$ cat src/design/sqrt_consts.svh
`ifndef SQRT_CONSTS_SVH
`define SQRT_CONSTS_SVH

`define FLOAT_WIDTH 32
`define DEST_WIDTH  5
`define EXP_WIDTH   10

// 24 significand bits plus guard and round
`define ROOT_BITS   26
`define EXP_BIAS    127

`define FLOAT_QNAN  32'h7FC00000
`define FLOAT_PINF  32'h7F800000

`define SPEC_NORMAL 2'd0
`define SPEC_ZERO   2'd1
`define SPEC_INF    2'd2
`define SPEC_NAN    2'd3

`endif

$ cat src/design/sqrt_pkg.sv
`include "sqrt_consts.svh"

package sqrt_pkg;

    typedef logic [`FLOAT_WIDTH-1:0] float_t;

    typedef logic [`DEST_WIDTH-1:0] dest_t;

    // unbiased, two's complement
    typedef logic signed [`EXP_WIDTH-1:0] exp_t;

    // two radicand bits per root bit
    typedef logic [2*`ROOT_BITS-1:0] rad_t;

    typedef logic [`ROOT_BITS-1:0] root_t;

    // normal, zero, infinity or nan
    typedef logic [1:0] special_t;

    typedef enum logic [1:0] {
        iter_idle,
        iter_busy,
        iter_done
    } iter_state_t;

endpackage

$ cat src/design/sqrt_unpack.sv
`timescale 1ns/1ps

`include "sqrt_consts.svh"

module sqrt_unpack
    import sqrt_pkg::*;
(
    input  logic     clk,
    input  logic     rst_n,

    input  logic     in_valid,
    output logic     in_ready,
    input  float_t   in_operand,
    input  dest_t    in_dest,

    output logic     u_valid,
    input  logic     u_ready,
    output rad_t     u_rad,
    output exp_t     u_exp,
    output logic     u_sign,
    output special_t u_special,
    output logic     u_invalid,
    output dest_t    u_dest
);

    logic        sign;
    logic [7:0]  exp_field;
    logic [22:0] frac;
    logic        subnormal;
    logic [4:0]  lz;
    logic [23:0] sig;
    logic [24:0] sig_even;
    exp_t        exp_unb;
    special_t    special;
    logic        invalid;
    logic        load;

    assign sign      = in_operand[`FLOAT_WIDTH-1];
    assign exp_field = in_operand[30:23];
    assign frac      = in_operand[22:0];
    assign subnormal = (exp_field == 8'h00);

    always_comb begin
        lz = 5'd0;
        for (int i = 0; i < 23; i++) begin
            if (frac[i]) lz = 5'(22 - i); // highest set bit wins
        end
    end

    assign sig = subnormal ? 24'({1'b0, frac} << (lz + 5'd1)) : {1'b1, frac};
    assign exp_unb = subnormal ? exp_t'(-`EXP_BIAS) - exp_t'({5'b0, lz})
                               : exp_t'({2'b00, exp_field}) - exp_t'(`EXP_BIAS);
    assign sig_even = exp_unb[0] ? {sig, 1'b0} : {1'b0, sig}; // shift left on odd exponent

    always_comb begin
        special = `SPEC_NORMAL;
        invalid = 1'b0;
        if (exp_field == 8'hff) begin
            if (frac != 23'd0) begin
                special = `SPEC_NAN;
                invalid = ~frac[22]; // signalling nan
            end else if (sign) begin
                special = `SPEC_NAN;
                invalid = 1'b1;
            end else begin
                special = `SPEC_INF;
            end
        end else if (subnormal && frac == 23'd0) begin
            special = `SPEC_ZERO; // sign kept
        end else if (sign) begin
            special = `SPEC_NAN;
            invalid = 1'b1;
        end
    end

    assign in_ready = ~u_valid | u_ready;
    assign load     = in_valid & in_ready;

    always_ff @(posedge clk) begin
        if (!rst_n) begin
            u_valid <= 1'b0;
        end else if (load) begin
            u_valid <= 1'b1;
        end else if (u_ready) begin
            u_valid <= 1'b0;
        end
    end

    always_ff @(posedge clk) begin
        if (load) begin
            u_rad     <= {sig_even, {(2*`ROOT_BITS-25){1'b0}}};
            u_exp     <= exp_unb >>> 1; // floor halves odd exponents
            u_sign    <= sign;
            u_special <= special;
            u_invalid <= invalid;
            u_dest    <= in_dest;
        end
    end

    a_hold_valid: assert property (@(posedge clk) disable iff (!rst_n)
        u_valid && !u_ready |=> u_valid);

endmodule

$ cat src/design/sqrt_iterate.sv
`timescale 1ns/1ps

`include "sqrt_consts.svh"

module sqrt_iterate
    import sqrt_pkg::*;
(
    input  logic     clk,
    input  logic     rst_n,

    input  logic     u_valid,
    output logic     u_ready,
    input  rad_t     u_rad,
    input  exp_t     u_exp,
    input  logic     u_sign,
    input  special_t u_special,
    input  logic     u_invalid,
    input  dest_t    u_dest,

    output logic     r_valid,
    input  logic     r_ready,
    output root_t    r_root,
    output logic     r_sticky,
    output exp_t     r_exp,
    output logic     r_sign,
    output special_t r_special,
    output logic     r_invalid,
    output dest_t    r_dest
);

    localparam int CNT_W = $clog2(`ROOT_BITS + 1);

    iter_state_t              state;
    logic [CNT_W-1:0]         count;
    rad_t                     rad_q;
    root_t                    root_q;
    logic [`ROOT_BITS+1:0]    rem_q;

    logic                     load;
    logic                     step;
    rad_t                     rad_src;
    root_t                    root_in;
    logic [`ROOT_BITS+1:0]    rem_in;
    logic [`ROOT_BITS+3:0]    rem_shift;
    logic [`ROOT_BITS+3:0]    trial;
    logic [`ROOT_BITS+3:0]    rem_diff;
    logic                     ge;
    logic [`ROOT_BITS+1:0]    rem_next;
    root_t                    root_next;

    assign u_ready = (state == iter_idle) | ((state == iter_done) & r_ready);
    assign load    = u_valid & u_ready;
    assign step    = (state == iter_busy);

    // first root bit is taken in the load cycle
    assign rad_src   = load ? u_rad : rad_q;
    assign root_in   = load ? '0 : root_q;
    assign rem_in    = load ? '0 : rem_q;
    assign rem_shift = {rem_in, rad_src[2*`ROOT_BITS-1 -: 2]};
    assign trial     = {2'b00, root_in, 2'b01};
    assign rem_diff  = rem_shift - trial;
    assign ge        = (rem_shift >= trial);
    assign rem_next  = ge ? rem_diff[`ROOT_BITS+1:0] : rem_shift[`ROOT_BITS+1:0];
    assign root_next = {root_in[`ROOT_BITS-2:0], ge};

    always_ff @(posedge clk) begin
        if (!rst_n) begin
            state <= iter_idle;
            count <= '0;
        end else begin
            case (state)
                iter_idle: begin
                    if (load) begin
                        state <= iter_busy;
                        count <= CNT_W'(1);
                    end
                end
                iter_busy: begin
                    count <= count + CNT_W'(1);
                    if (count == CNT_W'(`ROOT_BITS - 1)) state <= iter_done;
                end
                iter_done: begin
                    if (load) begin // back to back
                        state <= iter_busy;
                        count <= CNT_W'(1);
                    end else if (r_ready) begin
                        state <= iter_idle;
                    end
                end
                default: state <= iter_idle;
            endcase
        end
    end

    always_ff @(posedge clk) begin
        if (load || step) begin
            rem_q  <= rem_next;
            root_q <= root_next;
            rad_q  <= rad_src << 2;
        end
        if (load) begin
            r_exp     <= u_exp;
            r_sign    <= u_sign;
            r_special <= u_special;
            r_invalid <= u_invalid;
            r_dest    <= u_dest;
        end
    end

    assign r_valid  = (state == iter_done);
    assign r_root   = root_q;
    assign r_sticky = |rem_q; // anything left below the round bit

    a_count_range: assert property (@(posedge clk) disable iff (!rst_n)
        count <= CNT_W'(`ROOT_BITS));

endmodule

$ cat src/design/sqrt_normalize.sv
`timescale 1ns/1ps

`include "sqrt_consts.svh"

module sqrt_normalize
    import sqrt_pkg::*;
#(
    parameter int OUTPUT_REGISTER = 1
)(
    input  logic     clk,
    input  logic     rst_n,

    input  logic     r_valid,
    output logic     r_ready,
    input  root_t    r_root,
    input  logic     r_sticky,
    input  exp_t     r_exp,
    input  logic     r_sign,
    input  special_t r_special,
    input  logic     r_invalid,
    input  dest_t    r_dest,

    output logic     out_valid,
    input  logic     out_ready,
    output float_t   out_result,
    output dest_t    out_dest,
    output logic     out_invalid,
    output logic     out_inexact
);

    logic        lsb;
    logic        guard;
    logic        round_bit;
    logic        round_up;
    logic [24:0] sum;
    logic [7:0]  exp_biased;
    float_t      result;
    logic        inexact;

    assign lsb       = r_root[2];
    assign guard     = r_root[1];
    assign round_bit = r_root[0];
    assign round_up  = guard & (round_bit | r_sticky | lsb); // nearest even

    assign sum        = {1'b0, r_root[`ROOT_BITS-1:2]} + 25'(round_up);
    assign exp_biased = 8'(r_exp + exp_t'(`EXP_BIAS) + exp_t'(sum[24])); // carry bumps exp

    always_comb begin
        inexact = 1'b0;
        case (r_special)
            `SPEC_NAN:  result = `FLOAT_QNAN;
            `SPEC_INF:  result = `FLOAT_PINF;
            `SPEC_ZERO: result = {r_sign, {(`FLOAT_WIDTH-1){1'b0}}};
            default: begin
                result  = {r_sign, exp_biased, sum[22:0]}; // fraction is zero on carry
                inexact = guard | round_bit | r_sticky;
            end
        endcase
    end

    generate
        if (OUTPUT_REGISTER != 0) begin : g_reg
            assign r_ready = ~out_valid | out_ready;

            always_ff @(posedge clk) begin
                if (!rst_n) begin
                    out_valid <= 1'b0;
                end else if (r_ready) begin
                    out_valid <= r_valid;
                end
            end

            always_ff @(posedge clk) begin
                if (r_valid && r_ready) begin
                    out_result  <= result;
                    out_dest    <= r_dest;
                    out_invalid <= r_invalid;
                    out_inexact <= inexact;
                end
            end
        end else begin : g_pass
            assign r_ready     = out_ready;
            assign out_valid   = r_valid;
            assign out_result  = result;
            assign out_dest    = r_dest;
            assign out_invalid = r_invalid;
            assign out_inexact = inexact;
        end
    endgenerate

    a_result_stable: assert property (@(posedge clk) disable iff (!rst_n)
        out_valid && !out_ready |=> $stable(out_result));

endmodule

$ cat src/design/sqrt_unit.sv
`timescale 1ns/1ps

module sqrt_unit
    import sqrt_pkg::*;
(
    input  logic   clk,
    input  logic   rst_n,

    input  logic   in_valid,
    output logic   in_ready,
    input  float_t in_operand,
    input  dest_t  in_dest,

    output logic   out_valid,
    input  logic   out_ready,
    output float_t out_result,
    output dest_t  out_dest,
    output logic   out_invalid,
    output logic   out_inexact
);

    logic     u_valid;
    logic     u_ready;
    rad_t     u_rad;
    exp_t     u_exp;
    logic     u_sign;
    special_t u_special;
    logic     u_invalid;
    dest_t    u_dest;

    logic     r_valid;
    logic     r_ready;
    root_t    r_root;
    logic     r_sticky;
    exp_t     r_exp;
    logic     r_sign;
    special_t r_special;
    logic     r_invalid;
    dest_t    r_dest;

    sqrt_unpack unpack_inst (
        .clk, .rst_n,
        .in_valid, .in_ready, .in_operand, .in_dest,
        .u_valid, .u_ready, .u_rad, .u_exp, .u_sign, .u_special, .u_invalid, .u_dest
    );

    sqrt_iterate iterate_inst (
        .clk, .rst_n,
        .u_valid, .u_ready, .u_rad, .u_exp, .u_sign, .u_special, .u_invalid, .u_dest,
        .r_valid, .r_ready, .r_root, .r_sticky, .r_exp, .r_sign, .r_special,
        .r_invalid, .r_dest
    );

    sqrt_normalize #(
        .OUTPUT_REGISTER(1)
    ) normalize_inst (
        .clk, .rst_n,
        .r_valid, .r_ready, .r_root, .r_sticky, .r_exp, .r_sign, .r_special,
        .r_invalid, .r_dest,
        .out_valid, .out_ready, .out_result, .out_dest, .out_invalid, .out_inexact
    );

endmodule

$ cat config.mk
export PLATFORM = sky130hd
export DESIGN_NAME = sqrt_unit
export DESIGN_NICKNAME = d
export VERILOG_FILES = /design/src/design/sqrt_pkg.sv /design/src/design/sqrt_unpack.sv /design/src/design/sqrt_iterate.sv /design/src/design/sqrt_normalize.sv /design/src/design/sqrt_unit.sv
export VERILOG_INCLUDE_DIRS = /design/src /design/src/design
export SDC_FILE = /design/constraint.sdc
export NUM_CORES = 1
export LEC_CHECK = 0
export BUFFER_PORTS_ARGS = -buffer_cell sky130_fd_sc_hd__buf_4
export CORE_MARGIN = 4
export CORE_UTILIZATION = 38
export DETAILED_ROUTE_END_ITERATION = 8
export GPL_TIMING_DRIVEN = 0
export PLACE_DENSITY = 0.53
export SYNTH_ARGS = -nofsm -noshare
export SYNTH_HDL_FRONTEND = slang
export SYNTH_SLANG_ARGS = --single-unit
$ cat constraint.sdc
create_clock -name clk -period 4.25 [get_ports clk]
set_clock_uncertainty 0.1 [all_clocks]
set_input_delay 0.6375 -clock clk [delete_from_list [all_inputs] [get_ports clk]]
set_output_delay 0.6375 -clock clk [all_outputs]
set_load 0.02 [all_outputs]
==> qor.yml <==
worstPathRequired_ns: 4.39
drv_slew: 0
routed-via-count: 9086
netlist_area_sq_um: 11500
drt-vias-per-instance: 5.44
initial_core_util: 0.387
finalCriticalPeriod_ns: 4.18
final_cell_area_sq_um: 13700
cts.path.max_buffers: 2
crit_slowest_cell: "a2111oi_4"
place.port_buffers: 71
yosys-top-cells-count: "nand2_1, edfxtp_1, nor2_1"
drtAntennaViolNets: 0
async_reset_ff_frac: 0
antenna_found_initial: 0
ir_drop_uv: 294
path_cells: "buf_2 > or3_4 > a221oi_4 > o41a_4 > o21ai_4 > inv_4 > buf_4 > ha_1 > buf_4 > nor3_4 > buf_4 > o21ai_0 > a211oi_2 > a2111oi_4 > o32a_1 > nor2_1 > a221oi_2"
whs_ns: 0.279
die_y_um: 182
yosysUniqueCellTypes: 102
leakagePower_uw: 0.00524
post-synth-top-count-cell: "nand2_1"
synth.area.top_cells: "edfxtp_1, nand2_1, ha_1"
gp_congestion: 0.902
cts_tree: "built"
cp_num_buf_inv: 5
fin_crit_sh: 0.984
place_hpwl_mm: 23.1
setup_viol: 0
grt_max_degree: 60
rows: 63
maxCapViolCount: 0
wirelength_mm: 30.5
first_iter_violations: 615
drc: 0
overflow: 0
worstSetupEndpointType: "flop"
crit_top_cell: "buf_4"
critPathTopFamily: "compound AO/OA/AOI/OAI gates"
yosysSeqAreaShare: 0.472
io_pins: 82
max_freq_mhz: 239
numCtsBuffers: 17
h-tree-depth: 4
insertedDiodeCount: 0
synth-edff-count: 175
place_ws_ns: -1.77
cts_sinks: 184
finalNetCount: 1347
synth-main-ff-cell: "edfxtp_1"
cts_hold_buf: 0
ys.warnings.count: 0
ys_ff_latch: 184
hold_path.class: "primary input to flop"
syn_inst: 1155
core_sq_um: 29800
grt_pass1_vias: 8976
hold_viol_final: 0
grt_first_pass_wirelength_mm: 48.7
cpPeakStageDelay_ns: 0.43
die_w_um: 182
die_area_sq_um: 33200
wl_per_cell_um: 18.3
drive_above_1_share: 0.193
grt_usage: 0.184
dr.pass1.iters: 5
setup_tns_ns: 0
cts.clk_slew.worst_paths_ns: 0.07
fin_util: 0.458
place_area_sq_um: 12700
synth_nets: 1235
synth_top_area_share: 0.456
critical_path_arrival_ns: 4.32
outcome: "finished, final reports clean"
root_buffer: "clkbuf_16"
crit_path_start_kind: "primary input"
synth.avg_cell_area_sq_um: 9.97
synth_top_area_cell: "edfxtp_1"
area_growth_pct: 18.6
layout_setup_ws_ns: 0.0696
clock_latency_ns: 0.43
worst_pin_slew_ns: 0.845
relSlewSlack: 0.431
setup.worst_path.class: "primary input to flop"
crit_fanout: 10
power_density_nw_per_um2: 465
[path summary, 6_finish.rpt]
kind                                            from                                to  slack, ns  cells after the start
hold reg to reg      unpack_inst.u_dest[4]$_DFFE_PP_  iterate_inst.r_dest[4]$_DFFE_PP_       0.32                      0
setup reg to reg  iterate_inst.state[1]$_SDFFE_PN0P_  iterate_inst.rem_q[25]$_DFFE_PP_       0.18                     17
hold / removal                            in_dest[3]   unpack_inst.u_dest[3]$_DFFE_PP_       0.28                      1
setup / recovery                      in_operand[12]   unpack_inst.u_rad[50]$_DFFE_PP_       0.07                     17
[where the power goes]
group          internal [uW]  total [uW]  switching (uW)
combinational            976        2310            1340
sequential              2350        2460             115
clock                    835        1580             741
total                   4160        6350            2190
[layout make-up]
type                            count  area, sq um
Fill cell                        2905        16100
Multi-Input combinational cell    859         5860
Sequential cell                   184         5440
Timing Repair Buffer               93          743
Tap cell                          390          488
Clock buffer                       18          429
Buffer                             55          328
Inverter                           57          220
Clock inverter                     14          150
[cell families (layout without fill, tap and decap cells)]
kind of cell | after synthesis | after routing | synth area share
and+or+nand+nor | 452 | 452 | 0.186
AOI/OAI and AO/OA | 274 | 274 | 0.172
DFF | 184 | 184 | 0.472
buffers and inverters | 112 | 237 | 0.0401
xor gates and xnor gates | 52 | 52 | 0.0395
muxes | 42 | 42 | 0.0473
adders and majority gates | 39 | 39 | 0.0424
[cell usage in the layout, fill, tap and decap left out, types with 6 or more instances in the layout]
master / netlist / routed
nand2b_1: 6 / 6
xnor2_1: 23 / 23
buf_2: 10 / 8
nor2b_1: 9 / 7
o21bai_1: 12 / 12
o21ai_0: 54 / 54
mux4_2: 9 / 9
inv_1: 51 / 51
nor3_1: 18 / 17
nor2_1: 80 / 79
inv_6: 0 / 6
dfxtp_1: 9 / 8
edfxtp_1: 175 / 175
clkbuf_16: 0 / 17
ha_1: 39 / 32
a21o_1: 8 / 8
and3_1: 15 / 15
a21oi_1: 53 / 51
nand3_1: 30 / 30
nand2_1: 200 / 198
clkbuf_2: 0 / 6
buf_4: 1 / 93
nor4_1: 11 / 11
xor2_1: 29 / 29
clkbuf_1: 40 / 24
a211oi_2: 0 / 9
and2_1: 33 / 33
a211oi_1: 19 / 10
a31oi_1: 12 / 10
clkbuf_4: 0 / 6
o21a_1: 10 / 10
o22ai_1: 6 / 6
or3_1: 8 / 8
nand4_1: 9 / 9
mux2i_1: 26 / 24
a22oi_1: 9 / 9
o31ai_1: 8 / 6
[what timing repair did]
item                                   CTS  global route
cloned                                   0             0
endpoints found under the hold margin    0             0
buffers inserted                        12             7
setup endpoints to repair               53            43
gates resized for setup                 41            35
pin swaps                               11            17
[metal layers]
layer / GRT usage / routed length (um)
met4: 0.0582 / 538
met2: 0.311 / 14800
met5: 0 / 0
met1: 0.244 / 13900
met3: 0.0281 / 1210
[worst reg2reg max path, stage by stage (launching register included)]
cell and delay, ns:
dfxtp_1 0.36, nand3b_1 0.17, nand2_4 0.16, clkbuf_8 0.18, clkbuf_8 0.18, nand2_1 0.12
ha_4 0.28, nor2b_1 0.14, o31a_1 0.30, o211ai_2 0.22, a211oi_2 0.12, o41ai_4 0.35
o221ai_2 0.20, a221oi_4 0.31, buf_4 0.17, buf_4 0.11, inv_2 0.04, mux2_1 0.30
[sequential cells by signal, summed over array words and instances (netlist names)]
name                        flops
iterate_inst.rem_q             28
normalize_inst.out_invalid      1
iterate_inst.r_invalid          1
iterate_inst.r_special          2
unpack_inst.u_valid             1
unpack_inst.u_dest              5
normalize_inst.out_dest         5
normalize_inst.out_result      32
normalize_inst.out_inexact      1
iterate_inst.count              5
iterate_inst.r_exp              8
unpack_inst.u_rad              25
iterate_inst.r_sign             1
unpack_inst.u_exp               8
iterate_inst.r_dest             5
iterate_inst.state              2
iterate_inst.r_root            26
unpack_inst.u_special           2
normalize_inst.out_valid        1
unpack_inst.u_invalid           1
iterate_inst.rad_q             23
unpack_inst.u_sign              1
[per-stage QoR]
| step | cells | total power (uW) |
|---|---|---|
| floorplan | 1155 | 4090 |
| global placement | 1616 | 4640 |
| detailed placement | 1619 | 4650 |
| CTS | 1663 | 6350 |
| global route | 1670 | 6760 |
| finish | 1670 | 6350 |
No activity file was read; power rests on OpenSTA's default activity.
